### src/logic/pipe_pkg.sv
`default_nettype none

package pipe_pkg;

  // Datapath width
  localparam int XLEN  = 16;
  // Architectural register count and index width
  localparam int NREG  = 4;
  localparam int REG_W = 2;
  // Immediate field width, zero-extended to XLEN in EX
  localparam int IMM_W = 8;

  // Two-bit operation codes
  typedef enum logic [1:0] {
    OP_ADD    = 2'd0,
    OP_ADDI   = 2'd1,
    OP_SUB    = 2'd2,
    OP_SKIPEQ = 2'd3
  } opcode_t;

  // Input instruction word, also held as the ID payload
  // Fields from MSB down: op, rd, rs1, rs2, imm8
  typedef struct packed {
    opcode_t          op;
    logic [REG_W-1:0] rd;
    logic [REG_W-1:0] rs1;
    logic [REG_W-1:0] rs2;
    logic [IMM_W-1:0] imm8;
  } instr_t;

  // ID to EX payload
  // Operand values are captured from the register file at the ID->EX transfer
  typedef struct packed {
    opcode_t          op;
    logic [REG_W-1:0] rd;
    logic [XLEN-1:0]  rs1_val;
    logic [XLEN-1:0]  rs2_val;
    logic [IMM_W-1:0] imm8;
  } id_ex_t;

  // EX to WB payload
  // For a skip, result is the taken flag and writes_rd stays low
  typedef struct packed {
    opcode_t          op;
    logic [REG_W-1:0] rd;
    logic [XLEN-1:0]  result;
    logic             writes_rd;
  } ex_wb_t;

endpackage

`default_nettype wire

### src/logic/pipe_ctrl_if.sv
`timescale 1ns/10ps
`default_nettype none

interface pipe_ctrl_if;

  // Stage occupancy after the boundary register
  logic valid;
  // Load strobe, data registers take their input
  logic advance;
  // Kill strobes, data registers clear
  logic flush;
  logic bubble;

  // Driven by the boundary controller
  modport ctrl(output valid, output advance, output flush, output bubble);

  // Observed by data registers and the hazard unit
  modport data(input valid, input advance, input flush, input bubble);

endinterface

`default_nettype wire

### src/logic/exec_stage.sv
`timescale 1ns/10ps
`default_nettype none

module exec_stage
  import pipe_pkg::*;
(
  input  wire id_ex_t ex_i,
  output ex_wb_t      ex_o,
  // Valid only together with EX occupancy
  output logic        skip_taken_o
);

  logic [XLEN-1:0] imm_ext;
  logic            operands_eq;

  // Immediate is unsigned
  assign imm_ext     = {{(XLEN-IMM_W){1'b0}}, ex_i.imm8};
  assign operands_eq = (ex_i.rs1_val == ex_i.rs2_val);

  always_comb begin
    ex_o.op        = ex_i.op;
    ex_o.rd        = ex_i.rd;
    ex_o.writes_rd = 1'b1;
    // Arithmetic wraps at XLEN bits
    case (ex_i.op)
      OP_ADD: begin
        ex_o.result = ex_i.rs1_val + ex_i.rs2_val;
      end
      OP_ADDI: begin
        ex_o.result = ex_i.rs1_val + imm_ext;
      end
      OP_SUB: begin
        ex_o.result = ex_i.rs1_val - ex_i.rs2_val;
      end
      OP_SKIPEQ: begin
        // Report the outcome, no register write
        ex_o.result    = {{(XLEN-1){1'b0}}, operands_eq};
        ex_o.writes_rd = 1'b0;
      end
      default: begin
        ex_o.result    = '0;
        ex_o.writes_rd = 1'b0;
      end
    endcase
  end

  assign skip_taken_o = (ex_i.op == OP_SKIPEQ) && operands_eq;

endmodule

`default_nettype wire

### src/logic/hazard_unit.sv
`timescale 1ns/10ps
`default_nettype none

module hazard_unit
  import pipe_pkg::*;
(
  input  wire logic             clk,
  input  wire logic             rst_n,

  // Instruction waiting in ID
  input  wire instr_t           id_instr_i,

  // In-flight destinations
  input  wire logic [REG_W-1:0] ex_rd_i,
  input  wire logic             ex_writes_i,
  input  wire logic [REG_W-1:0] wb_rd_i,
  input  wire logic             wb_writes_i,

  // Skip outcome of the EX instruction
  input  wire logic             ex_skip_taken_i,
  // Input port transfer this cycle
  input  wire logic             in_fire_i,

  pipe_ctrl_if.data             id_if,
  pipe_ctrl_if.data             ex_if,
  pipe_ctrl_if.data             wb_if,

  output logic                  id_stall_o,
  output logic                  id_flush_o,
  output logic                  id_bubble_o,
  output logic                  ex_bubble_o
);

  logic uses_rs2;
  logic ex_hit;
  logic wb_hit;
  logic raw;
  logic skip_xfer;
  logic kill_id;
  logic kill_input;
  logic skip_pending;

  // ADDI has an immediate in place of a second source
  assign uses_rs2 = (id_instr_i.op != OP_ADDI);

  // Writer still in flight, no forwarding so ID must wait
  assign ex_hit = ex_if.valid && ex_writes_i &&
                  ((id_instr_i.rs1 == ex_rd_i) || (uses_rs2 && id_instr_i.rs2 == ex_rd_i));
  assign wb_hit = wb_if.valid && wb_writes_i &&
                  ((id_instr_i.rs1 == wb_rd_i) || (uses_rs2 && id_instr_i.rs2 == wb_rd_i));
  assign raw    = id_if.valid && (ex_hit || wb_hit);

  // Taken skip leaving EX this edge
  assign skip_xfer  = wb_if.advance && ex_skip_taken_i;
  // Next instruction already in ID
  assign kill_id    = skip_xfer && id_if.valid;
  // Next instruction not yet in ID, drop whatever enters next
  assign kill_input = skip_pending || (skip_xfer && !id_if.valid);

  assign id_stall_o  = raw;
  assign id_flush_o  = kill_id;
  assign id_bubble_o = kill_input;
  // Killed ID entry must not slip into EX on the same edge
  assign ex_bubble_o = raw || kill_id;

  // Pending kill stays armed until an input transfer consumes it
  always_ff @(posedge clk) begin
    if (!rst_n) begin
      skip_pending <= 1'b0;
    end else begin
      skip_pending <= kill_input && !in_fire_i;
    end
  end

endmodule

`default_nettype wire

### src/logic/pipe_ctrl.sv
`timescale 1ns/10ps
`default_nettype none

module pipe_ctrl (
  input  wire logic clk,
  input  wire logic rst_n,

  // Upstream side
  input  wire logic valid_i,
  output logic      ready_o,

  // Downstream side
  input  wire logic ready_i,

  // Requests from the hazard unit
  input  wire logic stall_i,
  input  wire logic flush_i,
  input  wire logic bubble_i,

  // Strobes and occupancy for this boundary
  pipe_ctrl_if.ctrl ctrl
);

  logic stage_valid;
  logic can_accept;

  // Stall wins over everything except flush
  // A full stage only takes new data when downstream drains it this edge
  assign can_accept = !stall_i && (!stage_valid || ready_i);

  // Upstream may hand over only when the stage really takes it
  assign ready_o = can_accept && !flush_i;

  // Strobes are mutually exclusive, flush first, then bubble, then advance
  always_comb begin
    ctrl.flush   = flush_i;
    ctrl.bubble  = can_accept && bubble_i && !flush_i;
    ctrl.advance = can_accept && valid_i && !bubble_i && !flush_i;
  end

  // Valid tracking follows the same priority
  always_ff @(posedge clk) begin
    if (!rst_n) begin
      stage_valid <= 1'b0;
    end else if (flush_i) begin
      stage_valid <= 1'b0;
    end else if (can_accept) begin
      // Bubble drops the incoming entry, otherwise take upstream valid
      stage_valid <= valid_i && !bubble_i;
    end
  end

  assign ctrl.valid = stage_valid;

endmodule

`default_nettype wire

### src/logic/pipe_data.sv
`timescale 1ns/10ps
`default_nettype none

module pipe_data #(
  // Payload carried across this boundary
  parameter type T = logic [15:0]
) (
  input  wire logic clk,
  input  wire logic rst_n,

  input  wire T     data_i,
  output T          data_o,

  // Strobes from this boundary's controller
  pipe_ctrl_if.data ctrl
);

  // Cleared payload reads as all zeros downstream
  always_ff @(posedge clk) begin
    if (!rst_n) begin
      data_o <= '0;
    end else if (ctrl.flush || ctrl.bubble) begin
      // Killed or empty slot
      data_o <= '0;
    end else if (ctrl.advance) begin
      data_o <= data_i;
    end
    // Hold otherwise, keeps the payload stable under back-pressure
  end

endmodule

`default_nettype wire

### src/logic/pipe_top.sv
`timescale 1ns/10ps
`default_nettype none

module pipe_top
  import pipe_pkg::*;
(
  input  wire logic             clk,
  input  wire logic             rst_n,

  // Instruction input, valid/ready
  input  wire logic             in_valid_i,
  input  wire instr_t           in_instr_i,
  output logic                  in_ready_o,

  // Retire port, valid/ready
  output logic                  retire_valid_o,
  output opcode_t               retire_op_o,
  output logic      [REG_W-1:0] retire_rd_o,
  output logic      [XLEN-1:0]  retire_value_o,
  input  wire logic             retire_ready_i
);

  // Stage payloads, _d feeds a boundary and _q leaves it
  instr_t          id_q;
  id_ex_t          id_ex_d;
  id_ex_t          id_ex_q;
  ex_wb_t          ex_wb_d;
  ex_wb_t          wb_q;

  logic [XLEN-1:0] rs1_data;
  logic [XLEN-1:0] rs2_data;
  logic            skip_taken;

  // Hazard requests
  logic            id_stall;
  logic            id_flush;
  logic            id_bubble;
  logic            ex_bubble;

  // Ready chain, WB back to the input port
  logic            id_ready;
  logic            ex_ready;
  logic            wb_ready;

  logic            in_fire;
  logic            retire_fire;

  pipe_ctrl_if b_id_if ();
  pipe_ctrl_if b_ex_if ();
  pipe_ctrl_if b_wb_if ();

  // Input port into ID
  pipe_ctrl u_id_ctrl (
    .clk      (clk),
    .rst_n    (rst_n),
    .valid_i  (in_valid_i),
    .ready_o  (id_ready),
    .ready_i  (ex_ready),
    .stall_i  (id_stall),
    .flush_i  (id_flush),
    .bubble_i (id_bubble),
    .ctrl     (b_id_if)
  );

  pipe_data #(.T(instr_t)) u_id_data (
    .clk    (clk),
    .rst_n  (rst_n),
    .data_i (in_instr_i),
    .data_o (id_q),
    .ctrl   (b_id_if)
  );

  reg_file u_reg_file (
    .clk      (clk),
    .rst_n    (rst_n),
    .rs1_i    (id_q.rs1),
    .rs2_i    (id_q.rs2),
    .rdata1_o (rs1_data),
    .rdata2_o (rs2_data),
    .we_i     (retire_fire && wb_q.writes_rd),
    .rd_i     (wb_q.rd),
    .wdata_i  (wb_q.result)
  );

  // Decode, operands read in ID
  assign id_ex_d = '{op: id_q.op, rd: id_q.rd, rs1_val: rs1_data,
                     rs2_val: rs2_data, imm8: id_q.imm8};

  // ID into EX, only the hazard unit bubbles here
  pipe_ctrl u_ex_ctrl (
    .clk      (clk),
    .rst_n    (rst_n),
    .valid_i  (b_id_if.valid),
    .ready_o  (ex_ready),
    .ready_i  (wb_ready),
    .stall_i  (1'b0),
    .flush_i  (1'b0),
    .bubble_i (ex_bubble),
    .ctrl     (b_ex_if)
  );

  pipe_data #(.T(id_ex_t)) u_ex_data (
    .clk    (clk),
    .rst_n  (rst_n),
    .data_i (id_ex_d),
    .data_o (id_ex_q),
    .ctrl   (b_ex_if)
  );

  exec_stage u_exec (
    .ex_i         (id_ex_q),
    .ex_o         (ex_wb_d),
    .skip_taken_o (skip_taken)
  );

  // EX into WB, held only by retire back-pressure
  pipe_ctrl u_wb_ctrl (
    .clk      (clk),
    .rst_n    (rst_n),
    .valid_i  (b_ex_if.valid),
    .ready_o  (wb_ready),
    .ready_i  (retire_ready_i),
    .stall_i  (1'b0),
    .flush_i  (1'b0),
    .bubble_i (1'b0),
    .ctrl     (b_wb_if)
  );

  pipe_data #(.T(ex_wb_t)) u_wb_data (
    .clk    (clk),
    .rst_n  (rst_n),
    .data_i (ex_wb_d),
    .data_o (wb_q),
    .ctrl   (b_wb_if)
  );

  hazard_unit u_hazard (
    .clk             (clk),
    .rst_n           (rst_n),
    .id_instr_i      (id_q),
    .ex_rd_i         (ex_wb_d.rd),
    .ex_writes_i     (ex_wb_d.writes_rd),
    .wb_rd_i         (wb_q.rd),
    .wb_writes_i     (wb_q.writes_rd),
    .ex_skip_taken_i (skip_taken),
    .in_fire_i       (in_fire),
    .id_if           (b_id_if),
    .ex_if           (b_ex_if),
    .wb_if           (b_wb_if),
    .id_stall_o      (id_stall),
    .id_flush_o      (id_flush),
    .id_bubble_o     (id_bubble),
    .ex_bubble_o     (ex_bubble)
  );

  assign in_ready_o  = id_ready;
  assign in_fire     = in_valid_i && id_ready;

  // WB register drives the retire port directly
  assign retire_valid_o = b_wb_if.valid;
  assign retire_op_o    = wb_q.op;
  assign retire_rd_o    = wb_q.rd;
  assign retire_value_o = wb_q.result;
  assign retire_fire    = retire_valid_o && retire_ready_i;

endmodule

`default_nettype wire

### src/logic/reg_file.sv
`timescale 1ns/10ps
`default_nettype none

module reg_file
  import pipe_pkg::*;
(
  input  wire logic             clk,
  input  wire logic             rst_n,

  // Read ports, combinational
  input  wire logic [REG_W-1:0] rs1_i,
  input  wire logic [REG_W-1:0] rs2_i,
  output logic      [XLEN-1:0]  rdata1_o,
  output logic      [XLEN-1:0]  rdata2_o,

  // Write port, taken on the retire transfer edge
  input  wire logic             we_i,
  input  wire logic [REG_W-1:0] rd_i,
  input  wire logic [XLEN-1:0]  wdata_i
);

  logic [XLEN-1:0] regs [NREG];

  // Architectural state starts at zero
  always_ff @(posedge clk) begin
    if (!rst_n) begin
      for (int i = 0; i < NREG; i++) begin
        regs[i] <= '0;
      end
    end else if (we_i) begin
      regs[rd_i] <= wdata_i;
    end
  end

  // No bypass, a read in the write cycle sees the old value
  assign rdata1_o = regs[rs1_i];
  assign rdata2_o = regs[rs2_i];

endmodule

`default_nettype wire
### config.mk
export PLATFORM = sky130hd
export DESIGN_NAME = pipe_top
export DESIGN_NICKNAME = d
export VERILOG_FILES = /design/src/logic/pipe_pkg.sv /design/src/logic/pipe_ctrl_if.sv /design/src/logic/exec_stage.sv /design/src/logic/hazard_unit.sv /design/src/logic/pipe_ctrl.sv /design/src/logic/pipe_data.sv /design/src/logic/pipe_top.sv /design/src/logic/reg_file.sv
export SDC_FILE = /design/constraint.sdc
export NUM_CORES = 1
export LEC_CHECK = 0
export ABC_CLOCK_PERIOD_IN_PS = 5200
export CORE_MARGIN = 3
export CORE_UTILIZATION = 35
export CTS_CLUSTER_DIAMETER = 120
export DETAILED_ROUTE_END_ITERATION = 16
export DONT_BUFFER_PORTS = 1
export GPL_TIMING_DRIVEN = 0
export MAX_ROUTING_LAYER = met4
export SLEW_MARGIN = 20
export SYNTH_ARGS = -nofsm -noshare
export SYNTH_HDL_FRONTEND = slang
export SYNTH_SLANG_ARGS = --single-unit
### constraint.sdc
create_clock -name clk -period 5.2 [get_ports clk]
set_clock_uncertainty 0.15 [all_clocks]
set_input_delay 1.04 -clock clk [delete_from_list [all_inputs] [get_ports clk]]
set_output_delay 1.04 -clock clk [all_outputs]
set_load 0.02 [all_outputs]
==> results of run 1 <==
-- layer usage --
metal / track usage / up-vias
met2: 0.312 / 152
met5: - / -
met4: 0.0551 / 0
met3: 0.0247 / 23
li1: - / 3297
met1: 0.258 / 3312
-- synthesized netlist by cell type (all sizes together) (3+ instances only) --
master / number
nor3: 12
or3: 4
and2: 67
xor2: 11
a21o: 6
inv: 30
nand2: 54
mux4: 32
a21oi: 99
nor2: 38
dfxtp: 85
edfxtp: 64
and3: 4
o211ai: 6
a31oi: 7
o21a: 7
clkbuf: 36
o31ai: 8
o31a: 3
xnor2: 9
buf: 25
nor2b: 11
nand2b: 10
a211oi: 3
mux2i: 5
ha: 31
o21ai: 96
nand4: 8
nand3: 76
-- sequential cells by signal (all words and copies together) (netlist names) --
register / flops
u_reg_file.regs: 64
u_ex_data.data_o: 44
u_wb_data.data_o: 21
u_id_data.data_o: 16
u_ex_ctrl.ctrl.valid: 1
u_hazard.skip_pending: 1
u_id_ctrl.ctrl.valid: 1
u_wb_ctrl.ctrl.valid: 1
-- worst min-delay path, cell delays in order, from the launching register on --
cell,delay (ps)
sky130_fd_sc_hd__dfxtp_1,320
sky130_fd_sc_hd__nand2_1,50
sky130_fd_sc_hd__a21oi_1,50
-- final cells by class --
| class | instances | area share |
|---|---|---|
| Buffer | 61 | 0.0337 |
| Clock buffer | 19 | 0.0455 |
| Clock inverter | 13 | 0.0131 |
| Inverter | 30 | 0.0118 |
| Multi-Input combinational cell | 643 | 0.471 |
| Sequential cell | 149 | 0.381 |
| Tap cell | 319 | 0.0419 |
| Timing Repair Buffer | 2 | 0.00237 |
-- per-stage QoR --
step                instance area (µm²)  hold WS, ps  setup WS, ps
global route                       9520          335          1010
finish                             9520          314          1290
detailed placement                 8950          306          1050
global placement                   8920          298          1120
floorplan                          8530          282          1910
CTS                                9510          314          1300
-- where the power goes --
part	switching (mW)	total [mW]	internal [mW]
clock network	0.517	1.18	0.664
logic	0.271	0.440	0.170
registers	0.0501	1.32	1.27
-- worst paths after layout --
| path | start | depth (start not counted) | slack, ps | end |
|---|---|---|---|---|
| max | u_ex_data.data_o[42] | 15 | 1290 | u_wb_data.data_o[9] |
| min reg2reg | u_ex_data.data_o[1] | 2 | 310 | u_ex_data.data_o[1] |
| min | u_ex_data.data_o[1] | 2 | 310 | u_ex_data.data_o[1] |
| max reg2reg | u_ex_data.data_o[42] | 15 | 1290 | u_wb_data.data_o[9] |
-- logic make-up (layout without fill, tap and decap cells) --
logic type / Yosys count / in the layout
xor gates and xnor gates: 20 / 20
and+or+nand+nor: 293 / 293
adders and majority gates: 33 / 33
buffers and inverters: 91 / 125
AOI/OAI and AO/OA: 260 / 260
muxes: 37 / 37
DFF: 149 / 149
==> summary.md, run 1 <==
The cell type contributing the most total cell area after synthesis was sky130_fd_sc_hd__edfxtp_1. The floorplan step set the die height to 162 µm. Counting both buffers and inverters, the worst setup path holds a total of 4. The tools report the final max-slew violation count as 0.

The largest driver fanout on the critical path works out to 10. The number of instances in the placed design was 1204. After synthesis, the cell types taking the most area are sky130_fd_sc_hd__edfxtp_1 (23%), sky130_fd_sc_hd__dfxtp_1 (20%), sky130_fd_sc_hd__mux4_2 (7.1%).

The library cell used most frequently in the layout, excluding fill and tap cells, is sky130_fd_sc_hd__a21oi_1. The tools report the number of antenna violations at the first check in global routing as 0. Entering global routing, the biggest net connects 17 pins. The overall power of the completed layout is 2.94 mW, and the wire length per cell after detailed routing is 19.7 µm. The area growth from synthesis to layout is 11.6%. Portion of the clock cycle consumed by the worst path in the final layout: 0.752. The class of the most critical setup path is reg2reg. The arrival time of data at the critical path endpoint was 4050 ps; the residual DRC count was 0.

The mean instance size in the synthesized netlist came out at 9.66 µm². After detailed routing, the met2 layer carries 11700 µm of wire. For this run, the slowest stage of the critical path takes 490 ps. The class of the worst hold path is reg2reg. The highest routed metal layer was met4. The run gives 0 as the final-report hold violation count. The fraction of layout instances using a drive strength above 1 was 0.104; the count of non-filler cells in the finished layout was 1236.

In the synthesized netlist the dominant register cell turns out to be sky130_fd_sc_hd__dfxtp_1. The die covers 26300 µm². The leakage power figure was 3.47 nW. TritonCTS built the clock tree.

The total overflow left after global routing is 0. The mapped netlist covers 8530 µm². The number of global-route vias before repair is 6644, and the via density per instance is 5.49. The via total after detailed routing is 6784, and the met1 wire length is 11300 µm. The sum of negative setup slack is 0 ps, and the area of combinational cells with multiple inputs is 4480 µm².

For the number of nets still failing antenna checks after routing, the log shows 0. Setup repair after global routing left no endpoint under its margin. The simple-gate area share of the yosys netlist works out to 0.179. The tools report the category of the worst setup path capture point as a flop.

The count of buffers inserted at the top-level ports is 0. The fraction of post-synthesis cell area in the top cell type by area works out to 0.225. In the layout the commonest cells are sky130_fd_sc_hd__a21oi_1 (99), sky130_fd_sc_hd__o21ai_0 (90), sky130_fd_sc_hd__dfxtp_1 (85), sky130_fd_sc_hd__nand3_1 (76), sky130_fd_sc_hd__and2_1 (67).

The worst path needs 3910 ps of the cycle, external delays included. The run gives 0.193 as the global routing usage summed across all routing layers. The number of rows in the core area came out at 56. The tools report the largest buffer count on any clock path as 2.

Summing all flip-flop and latch instances after layout gives 3620 µm². Clock-pin slew was measured on the worst setup and hold paths at 60 ps. At the end of the flow, the number of nets in the layout was 957. The run finished with clean final reports. STA puts the critical path data required time at 5340 ps.

The multiplexer area fraction after synthesis works out to 0.0926. The HPWL reported at the end of detailed placement was 18500 µm. After the first detailed-routing iteration, the DRC count stood at 560.

IR analysis of the VDD net gives a maximum drop of 0.293 mV. Grouping stages by cell kind, the critical path spends the most delay in buffers and inverters. The async set-reset flop share out of synthesis is 0. Counting every net in the synthesized netlist gives 936. The logs give 0.402 for the final cell utilization of the core and 883 for the number of cells produced by synthesis. The first TritonRoute pass finished after 4 iterations. CTS placed an instance of sky130_fd_sc_hd__clkbuf_16 at the clock tree root.

For this design the ratio of total power to cell area is 309 nW/µm². The complex-gate fraction of the synthesized area came out at 0.181. The logs give 0.425 for the proportion of synthesized chip area in sequential cells and 149 for the number of clock sinks. TritonCTS created 17 clock buffers. The core footprint came out at 23700 µm². For this design, the slowest cell found on the critical path is sky130_fd_sc_hd__clkbuf_1. The adder and majority gate portion of the synthesized area works out to 0.0502. Yosys mapped the design onto 66 distinct sky130hd cell types. Once the clock tree was built, the resizer swapped 0 gates to a different size.

The detailed-route wire length was 24400 µm. The latest clock arrival within the worst-skew pair is 430 ps, and the count of inserted antenna diode cells is 0. The routed design uses 884 µm of met3 wire. The flip-flop and latch count after synthesis was 149. By area, the combinational part of the netlist is dominated by compound AO/OA/AOI/OAI gates. Derived from the worst setup path, the maximum achievable clock frequency is 0.256 GHz. The number of max-cap violations was 0; the setup fix buffers added after clock tree synthesis was 0. The starting density of the core came out at 0.360. The run gives 42 as the I/O pin count. The xor-xnor portion of the synthesized cell area was 0.0214; the number of synthesized flops with an enable pin was 64.

The number of hold buffers added after CTS was 0. The final weighted congestion of routability-driven global placement was 0.923; the actual slew at the worst max-slew pin was 986 ps. The run gives 4 as the number of H-tree branching levels. STA classifies the critical path startpoint as a flop. Setup violations remaining at the end of the flow were counted as 0. The die width was 162 µm. The critical path goes through buf_2, nor2b_1, clkbuf_1, clkbuf_1, nand2_1, nand2_1, ha_1, inv_1, fa_1, nor2b_1, o211ai_1, a31oi_1, o22ai_1, mux2i_1, a21oi_1. The run gives 0 as the Yosys warning count. The logs give 0.343 for the remaining max-slew budget at the tightest pin and 2415 for the layout filler cell count.

The first global-routing pass estimated 37900 µm of wire.
(Power assumes the default switching activity.)
==> inputs of run 2 (changes only) <==
- ABC_AREA: not set -> 1
- ABC_CLOCK_PERIOD_IN_PS: 5200 -> 4000
- clock period: 5.2 -> 4 ns (I/O delays scaled with it)
==> summary.md, run 2 <==
The flow ran to the end, and the final reports show no timing, DRC or antenna violations. The region available for standard cell placement spans 23800 µm². The library cell used most frequently in the layout, excluding fill and tap cells, is sky130_fd_sc_hd__nand2_1. Buffer type at the clock tree root: sky130_fd_sc_hd__clkbuf_16. Final max-slew violation count: 0. For this run, the number of standard cells in the final layout without fillers is 1542. The number of H-tree branching levels is 4, and the portion of the clock cycle consumed by the worst path in the final layout is 0.886. The number of placed instances, taps included, is 1510.

The actual slew at the worst max-slew pin came out at 845 ps. The logs give 0 for the number of antenna violations at the first check in global routing and 460 ps for the register-to-register setup slack. The tools report the starting density of the core as 0.362. The number of global-route vias before repair is 7246, and the detailed-route wire length is 25700 µm.

Hold path startpoint: u_ex_data.data_o[1]. The logs give 26600 µm² for the full die area and 0 for the Yosys warning count. Entering global routing, the biggest net connects 17 pins. The setup violation total in the final timing report was 0.

Measured along the x axis, the die boundary spans 163 µm. Summing over every cut layer, the via total after detailed routing is 7661. The later pin in the worst-skew pair is clocked with a latency of 430 ps. Yosys attributes the largest share of cell area to sky130_fd_sc_hd__edfxtp_1 (22%), sky130_fd_sc_hd__dfxtp_1 (20%), sky130_fd_sc_hd__nand2_1 (9.8%).

The via density per instance is 4.97. In this run the remaining antenna-violating nets after routing total 0. The number of cells on the worst reg-to-reg path is 20. Worst reg2reg path endpoint: u_wb_data.data_o[9]. Max-cap violations in this run came to 0. The mean instance size in the synthesized netlist came out at 7.26 µm². The class of the worst hold path is reg2reg. The run gives 20500 µm as the HPWL reported at the end of detailed placement. The hold slack is 320 ps. Row generation in the floorplan step produced 56 rows. The startpoint type of the worst setup path is a flop. The worst setup path is captured at a flop. Data on the critical path is required at its endpoint by 4170 ps. The net count of the finished layout is 1263. The run gives 0.437 as the remaining max-slew budget at the tightest pin. Leakage power figure: 4.18 nW. The multi-input combinational cells in the finished layout cover a total of 4140 µm².

Ranked by instance count, the synthesized netlist is headed by sky130_fd_sc_hd__nand2_1 (225), sky130_fd_sc_hd__inv_1 (151), sky130_fd_sc_hd__a21oi_1 (145), sky130_fd_sc_hd__nor2_1 (144), sky130_fd_sc_hd__o21ai_0 (142). IR analysis of the VDD net gives a maximum drop of 0.325 mV. The longest clock path from root to sink contains 2 buffers. The run gives 17 as the total clock buffers created by CTS.

By instance count, the leading cell after synthesis is sky130_fd_sc_hd__nand2_1. After clock tree synthesis, the clock-pin slew on the worst setup and hold paths is 70 ps. Data arrives at the worst endpoint at 3720 ps.

The fraction of post-synthesis cell area in the top cell type by area came out at 0.223. The run gives 0.420 as the proportion of synthesized chip area in sequential cells. The critical path launch point was u_ex_data.data_o[43]. Walking the worst path, the cells encountered are buf_2, inv_1, nand2_1, inv_1, clkbuf_1, nand2_1, o21ai_0, ha_1, inv_1, fa_1, o21ai_1, nand2_1, nand2_1, nand2_1, nand2_1, nand2_1, nand3_1, nand3_1, nand2_1, inv_1. Vertical extent of the die: 163 µm. TritonCTS built the clock tree. The flip-flop and latch count after synthesis was 149. Of all nets on the critical path, the largest fanout is 10.

Counting every net in the synthesized netlist gives 1242. Number of synthesized flops with an enable pin: 64. The largest stage delay on the critical path is 420 ps, and the number of clock sinks is 149.

The register bank with the most flops was u_reg_file.regs. The most frequently used flop master after synthesis was sky130_fd_sc_hd__dfxtp_1. The layout filler cell count came out at 2465. For the final routed database, the setup TNS stands at 0 ps. The first detailed-routing pass ran for 5 iterations.

Cell area after synthesis: 8630 µm². The cell type contributing the most total cell area after synthesis is sky130_fd_sc_hd__edfxtp_1. Setup repair after global routing left no endpoint under its margin.

The count of buffers inserted at the top-level ports came out at 0. The register with the most flip-flops in the layout has 64 of them. The critical path ends at u_wb_data.data_o[9].

The final weighted congestion of routability-driven global placement is 0.905. The layout overhead on the synthesized area is 11.8%. The worst register-to-register path begins at u_ex_data.data_o[43]. The residual DRC count is 0. The final-report hold violation count is 0.

Synthesis produced 1189 cells. The library cells used most frequently in the layout, excluding fill and tap cells, are sky130_fd_sc_hd__nand2_1 (225), sky130_fd_sc_hd__inv_1 (151), sky130_fd_sc_hd__a21oi_1 (145), sky130_fd_sc_hd__nor2_1 (144), sky130_fd_sc_hd__o21ai_0 (140). In the final layout, the registers with the most flip-flops are u_reg_file.regs x64, u_ex_data.data_o x44, u_wb_data.data_o x21.

After detailed routing, the average wire length per cell comes to 16.7 µm. 0 antenna diodes ended up in the layout. The logs give 42 for the I/O pin count and 3620 µm² for the area taken by flip-flops and latches. The power per cell area is 435 nW/µm². The cell type with the highest occurrence count on the critical path was sky130_fd_sc_hd__nand2_1.

After the first detailed-routing iteration, the DRC count stood at 757. The tools report the hold buffer count at CTS as 0. The first global-routing pass estimated 40200 µm of wire.

The global routing usage summed across all routing layers is 0.200, and the fraction of layout instances using a drive strength above 1 is 0.0720. The async set-reset flop share out of synthesis was 0. The class of the most critical setup path is reg2reg. The shortest period the worst path allows is 3540 ps, and the remaining global-route overflow is 0. The slowest stage of the critical path is the sky130_fd_sc_hd__fa_1 cell. The count of unique library cells instantiated by Yosys is 44.

The number of setup buffers added after CTS is 0. The tools report the fmax as 0.282 GHz.
## run 2: cell types whose count changed after synthesis, sizes merged, moves of 48 or more
cell	delta
nand2	+178
inv	+124
nor2	+118
and2	-64
a21oi	+50
o21ai	+48
## run 2: layout make-up
cell class	count	area share
Sequential cell	149	0.376
Tap cell	319	0.0414
Buffer	56	0.0304
Timing Repair Buffer	2	0.00233
Clock buffer	17	0.0441
Inverter	157	0.0615
Clock inverter	15	0.0157
Multi-Input combinational cell	827	0.429
## run 2: routing by layer
| metal | global-route usage | vias to the layer above | wire length [µm] | share of wire |
|---|---|---|---|---|
| li1 | - | 3958 | - | - |
| met1 | 0.268 | 3486 | 12100 | 0.47 |
| met2 | 0.318 | 200 | 12000 | 0.47 |
| met3 | 0.0370 | 17 | 1280 | 0.050 |
| met4 | 0.0434 | 0 | 326 | 0.013 |
| met5 | - | - | 0 | 0 |
## run 2: worst min-delay path by stage
stage                                to  cells after the start  slack, ps
global route        u_id_data.data_o[3]                      2        350
detailed placement  u_ex_data.data_o[1]                      2        320
global placement    u_ex_data.data_o[8]                      2        320
finish              u_ex_data.data_o[1]                      2        320
floorplan           u_ex_data.data_o[1]                      2        270
CTS                 u_ex_data.data_o[1]                      2        330
## run 2: power by group
group | internal, mW | switching [mW] | leakage (nW) | total, mW
Combinational | 0.280 | 0.583 | 2.54 | 0.863
Clock | 0.855 | 0.739 | 0.287 | 1.59
Sequential | 1.67 | 0.0746 | 1.36 | 1.74
## run 2: through the flow
stage | cell area [µm²] | util | setup WS, ps | power (mW)
after floorplan | 8630 | - | 1150 | 2.39
after global placement | 9030 | 0.379 | 310 | 2.62
after detailed placement | 9070 | 0.381 | 301 | 2.63
after CTS | 9650 | 0.405 | 282 | 4.22
after global routing | 9650 | 0.405 | 110 | 4.41
final | 9650 | 0.405 | 456 | 4.20
## run 2: timing repair
action / 4_1_cts / 5_1_grt
endpoints found under the setup margin: 0 / 4
resized for setup: 0 / 1
hold endpoints to repair: 0 / 0
## run 2: critical path, delay by kind of cell, from the launching register on
family,cells,cell delay (ps)
adders and majority gates,2,620
buffers and inverters,6,970
DFF,1,290
AOI/OAI and AO/OA,2,470
and+or+nand+nor,10,950
## run 2: cell families after synthesis
| kind of cell | synth area share |
|---|---|
| fa+ha+maj | 0.0496 |
| buf+inv | 0.103 |
| xor+xnor | 0.00913 |
| simple gates | 0.237 |
| flops | 0.420 |
| compound gates | 0.182 |
==> inputs of run 3 (changes only) <==
- CORE_ASPECT_RATIO: not set -> 1.75
==> summary.md, run 3 (same netlist as run 2, synthesis figures left out) <==
The total internal power was 2.79 mW; the hold slack was 318 ps. For this design the top-level I/O count stands at 42. The worst setup path is captured at a flop. The run gives 4.17 nW as the leakage power figure. In the routed design, unresolved DRC markers number 0. Counting stages on the worst path, the most repeated cell is sky130_fd_sc_hd__nand2_1. The latest clock arrival within the worst-skew pair was 440 ps; the via total after detailed routing was 7799. The logs give 0 for the number of resized instances in the post-cts repair step and 75 for the number of rows in the core area. The register bank with the most flops was u_reg_file.regs. The run finished with clean final reports. The arrival time of data at the critical path endpoint is 3700 ps, and the hold buffer count at CTS is 0.

For this run, the top clock speed supported by timing is 0.285 GHz. Counting the fill cells in the layout gives 2560. The run gives 1.37 mW as the power dissipated by switching net loads. The critical path goes through buf_2, inv_1, nand2_1, inv_1, clkbuf_1, nand2_1, o21ai_0, ha_1, inv_1, fa_1, o21ai_1, nand2_1, nand2_1, nand2_1, nand2_1, nand2_1, nand3_1, nand3_1, nand2_1, inv_1.

The actual slew at the worst max-slew pin was 946 ps. For the worst setup path, the data required time is 4190 ps. The root buffer cell chosen for the clock tree is sky130_fd_sc_hd__clkbuf_16. The tools report the fraction of power consumed by the clock network as 0.372. The core region is 24100 µm². The detailed-route wire length was 26900 µm; the met2 wirelength from detailed routing was 15300 µm. The clock transition at the register clock pins on the worst setup and hold paths after CTS came out at 70 ps. The run gives 0 as the number of antenna violations at the first check in global routing. After detailed routing, the wire length on met1 is 9670 µm.

The number of antenna diodes in the final layout is 0. The number of nets still failing antenna checks after routing is 0. The category of cells accounting for the largest share of critical-path delay is simple AND/OR/NAND/NOR gates. The total clock buffers created by CTS is 17. The slowest stage of the critical path is the sky130_fd_sc_hd__fa_1 cell. The number of H-tree branching levels was 4; the portion of the clock cycle consumed by the worst path in the final layout was 0.878. For the final max-slew violation count, the log shows 0.

The violation count after the first detailed-route iteration was 687; the setup fix buffers added after clock tree synthesis was 0. In the routed layout, each cell is associated on average with a via count of 5.09. Startpoint type of the worst setup path: a flop. On the worst path, the slowest cell contributes a delay of 440 ps. The starting density of the core is 0.358. The class of the worst hold path is reg2reg.

The worst-case vdd ir drop was 0.320 mV; the sum of negative setup slack was 0 ps. The largest driver fanout on the critical path is 10. The startpoint identified for the worst hold timing path is u_ex_data.data_o[1]. Fraction of layout instances using a drive strength above 1: 0.0720. Layout overhead on the synthesized area: 11.5%.

The logs give 0 for the final-report hold violation count and 0.210 for the fraction of power consumed by combinational cells. In this run the critical register-to-register path is captured at u_wb_data.data_o[11]. The highest metal layer carrying signal wires in the routed design is met4. The library cells used most frequently in the layout, excluding fill and tap cells, are sky130_fd_sc_hd__nand2_1 (225), sky130_fd_sc_hd__inv_1 (151), sky130_fd_sc_hd__a21oi_1 (145), sky130_fd_sc_hd__nor2_1 (144), sky130_fd_sc_hd__o21ai_0 (140).

The flip-flop count of the largest register, all copies and words added is 64. Setup repair after global routing left no endpoint under its margin. The total overflow left after global routing is 0.

The floorplan step set the die width to 125 µm. With fillers left out, the area of the finished cells amounts to 9620 µm². TritonCTS built the clock tree. The number of cells on the worst reg-to-reg path is 20, and the wire length per cell after detailed routing is 17.6 µm. The tools report the maximum number of pins on one net before global-route repair as 17. During placement, the flow inserted port buffers numbering 0. Setup violations remaining at the end of the flow were counted as 0.

HPWL reported at the end of detailed placement: 22000 µm. The critical path is of the reg2reg type. The first-pass GRT wire length was 41200 µm; the shortest period the worst path allows was 3510 ps.

Counting along the longest clock path gives a buffer depth of 2. The switching fraction of total power was 0.329. The run gives 9050 µm² as the placed instance area. In the final layout, the multi-input gates occupy 4140 µm². For the wire length on met3, the log shows 622 µm. The final layout contains 1263 nets.

The number of buffers and inverters on the critical path is 6. The number of clock sinks came out at 149. Across all register-to-register paths, the minimum setup slack is 490 ps.

Leading cell type in the layout, fill and taps excluded: sky130_fd_sc_hd__nand2_1. The power per cell area is 433 nW/µm², and the full die area is 26600 µm². The logs give 0.207 for the global routing usage summed across all routing layers and 0.419 for the sequential fraction of design power. The area taken by flip-flops and latches came out at 3620 µm². The vertical extent of the die is 214 µm. The worst hold path terminates at u_ex_data.data_o[1]. The logs give 0.370 for the remaining max-slew budget at the tightest pin and 0 for the number of max-cap violations. The largest registers in the layout are u_reg_file.regs x64, u_ex_data.data_o x44, u_wb_data.data_o x21. Counting instances, the worst hold path has a depth of 2. The number of global-route vias before repair came out at 7767. The tools report the source of the worst register-to-register timing path as u_ex_data.data_o[43]. The first TritonRoute pass finished after 7 iterations.

The final weighted congestion of routability-driven global placement was 0.925.
## run 3: cell count changes in the layout (fill, tap and decap cells not counted), sizes merged
| cell | change |
|---|---|
| clkbuf | +2 |
| clkinv | -2 |
| clkinvlp | +2 |
| bufinv | -1 |
| inv | -1 |
## run 3: area by class of cell
type | count | area share
Multi-Input combinational cell | 827 | 0.430
Sequential cell | 149 | 0.377
Inverter | 157 | 0.0617
Clock buffer | 19 | 0.0471
Tap cell | 308 | 0.0401
Buffer | 56 | 0.0304
Clock inverter | 13 | 0.0116
Timing Repair Buffer | 2 | 0.00234
## run 3: metal layers
| layer | vias to the layer above | GRT usage |
|---|---|---|
| met4 | 0 | 0.110 |
| met2 | 173 | 0.406 |
| met5 | - | - |
| met1 | 3603 | 0.195 |
| met3 | 76 | 0.0264 |
| li1 | 3947 | - |
## run 3: how the worst max path moves through the flow
stage	start	endpoint	slack, ps	cells past startpoint
CTS	u_ex_data.data_o[43]	u_wb_data.data_o[15]	240	20
global route	u_ex_data.data_o[43]	u_wb_data.data_o[15]	130	20
finish	u_ex_data.data_o[43]	u_wb_data.data_o[11]	490	20
floorplan	u_ex_data.data_o[43]	u_wb_data.data_o[15]	1150	20
detailed placement	u_ex_data.data_o[43]	u_wb_data.data_o[15]	270	20
global placement	u_ex_data.data_o[43]	u_wb_data.data_o[15]	310	20
## run 3: power by group through the flow
stage,clock network [mW],registers (mW),logic [mW]
after floorplan,0,1.75,0.632
after detailed placement,0,1.78,0.863
final,1.55,1.74,0.873
after global placement,0,1.78,0.852
after global routing,1.63,1.75,0.979
after CTS,1.57,1.74,0.868
## run 3: worst reg2reg max path, cell delays in order, from the launching register on
cell and delay, ps:
sky130_fd_sc_hd__dfxtp_1 300, sky130_fd_sc_hd__buf_2 170, sky130_fd_sc_hd__inv_1 130, sky130_fd_sc_hd__nand2_1 100, sky130_fd_sc_hd__inv_1 160, sky130_fd_sc_hd__clkbuf_1 370, sky130_fd_sc_hd__nand2_1 80, sky130_fd_sc_hd__o21ai_0 90
sky130_fd_sc_hd__ha_1 200, sky130_fd_sc_hd__inv_1 60, sky130_fd_sc_hd__fa_1 440, sky130_fd_sc_hd__o21ai_1 340, sky130_fd_sc_hd__nand2_1 90, sky130_fd_sc_hd__nand2_1 200, sky130_fd_sc_hd__nand2_1 100, sky130_fd_sc_hd__nand2_1 70
sky130_fd_sc_hd__nand2_1 50, sky130_fd_sc_hd__nand3_1 100, sky130_fd_sc_hd__nand3_1 110, sky130_fd_sc_hd__nand2_1 90, sky130_fd_sc_hd__inv_1 40
## run 3: stage by stage
| stage | total power [mW] | utilization | worst slack, ps | instances |
|---|---|---|---|---|
| 2_1_floorplan | 2.39 | - | 1150 | 1189 |
| 3_3_place_gp | 2.63 | 0.374 | 307 | 1497 |
| 3_5_place_dp | 2.64 | 0.375 | 267 | 1499 |
| 4_1_cts | 4.18 | 0.399 | 244 | 1531 |
| 5_1_grt | 4.37 | 0.399 | 134 | 1531 |
| 6_report | 4.16 | 0.399 | 486 | 1531 |
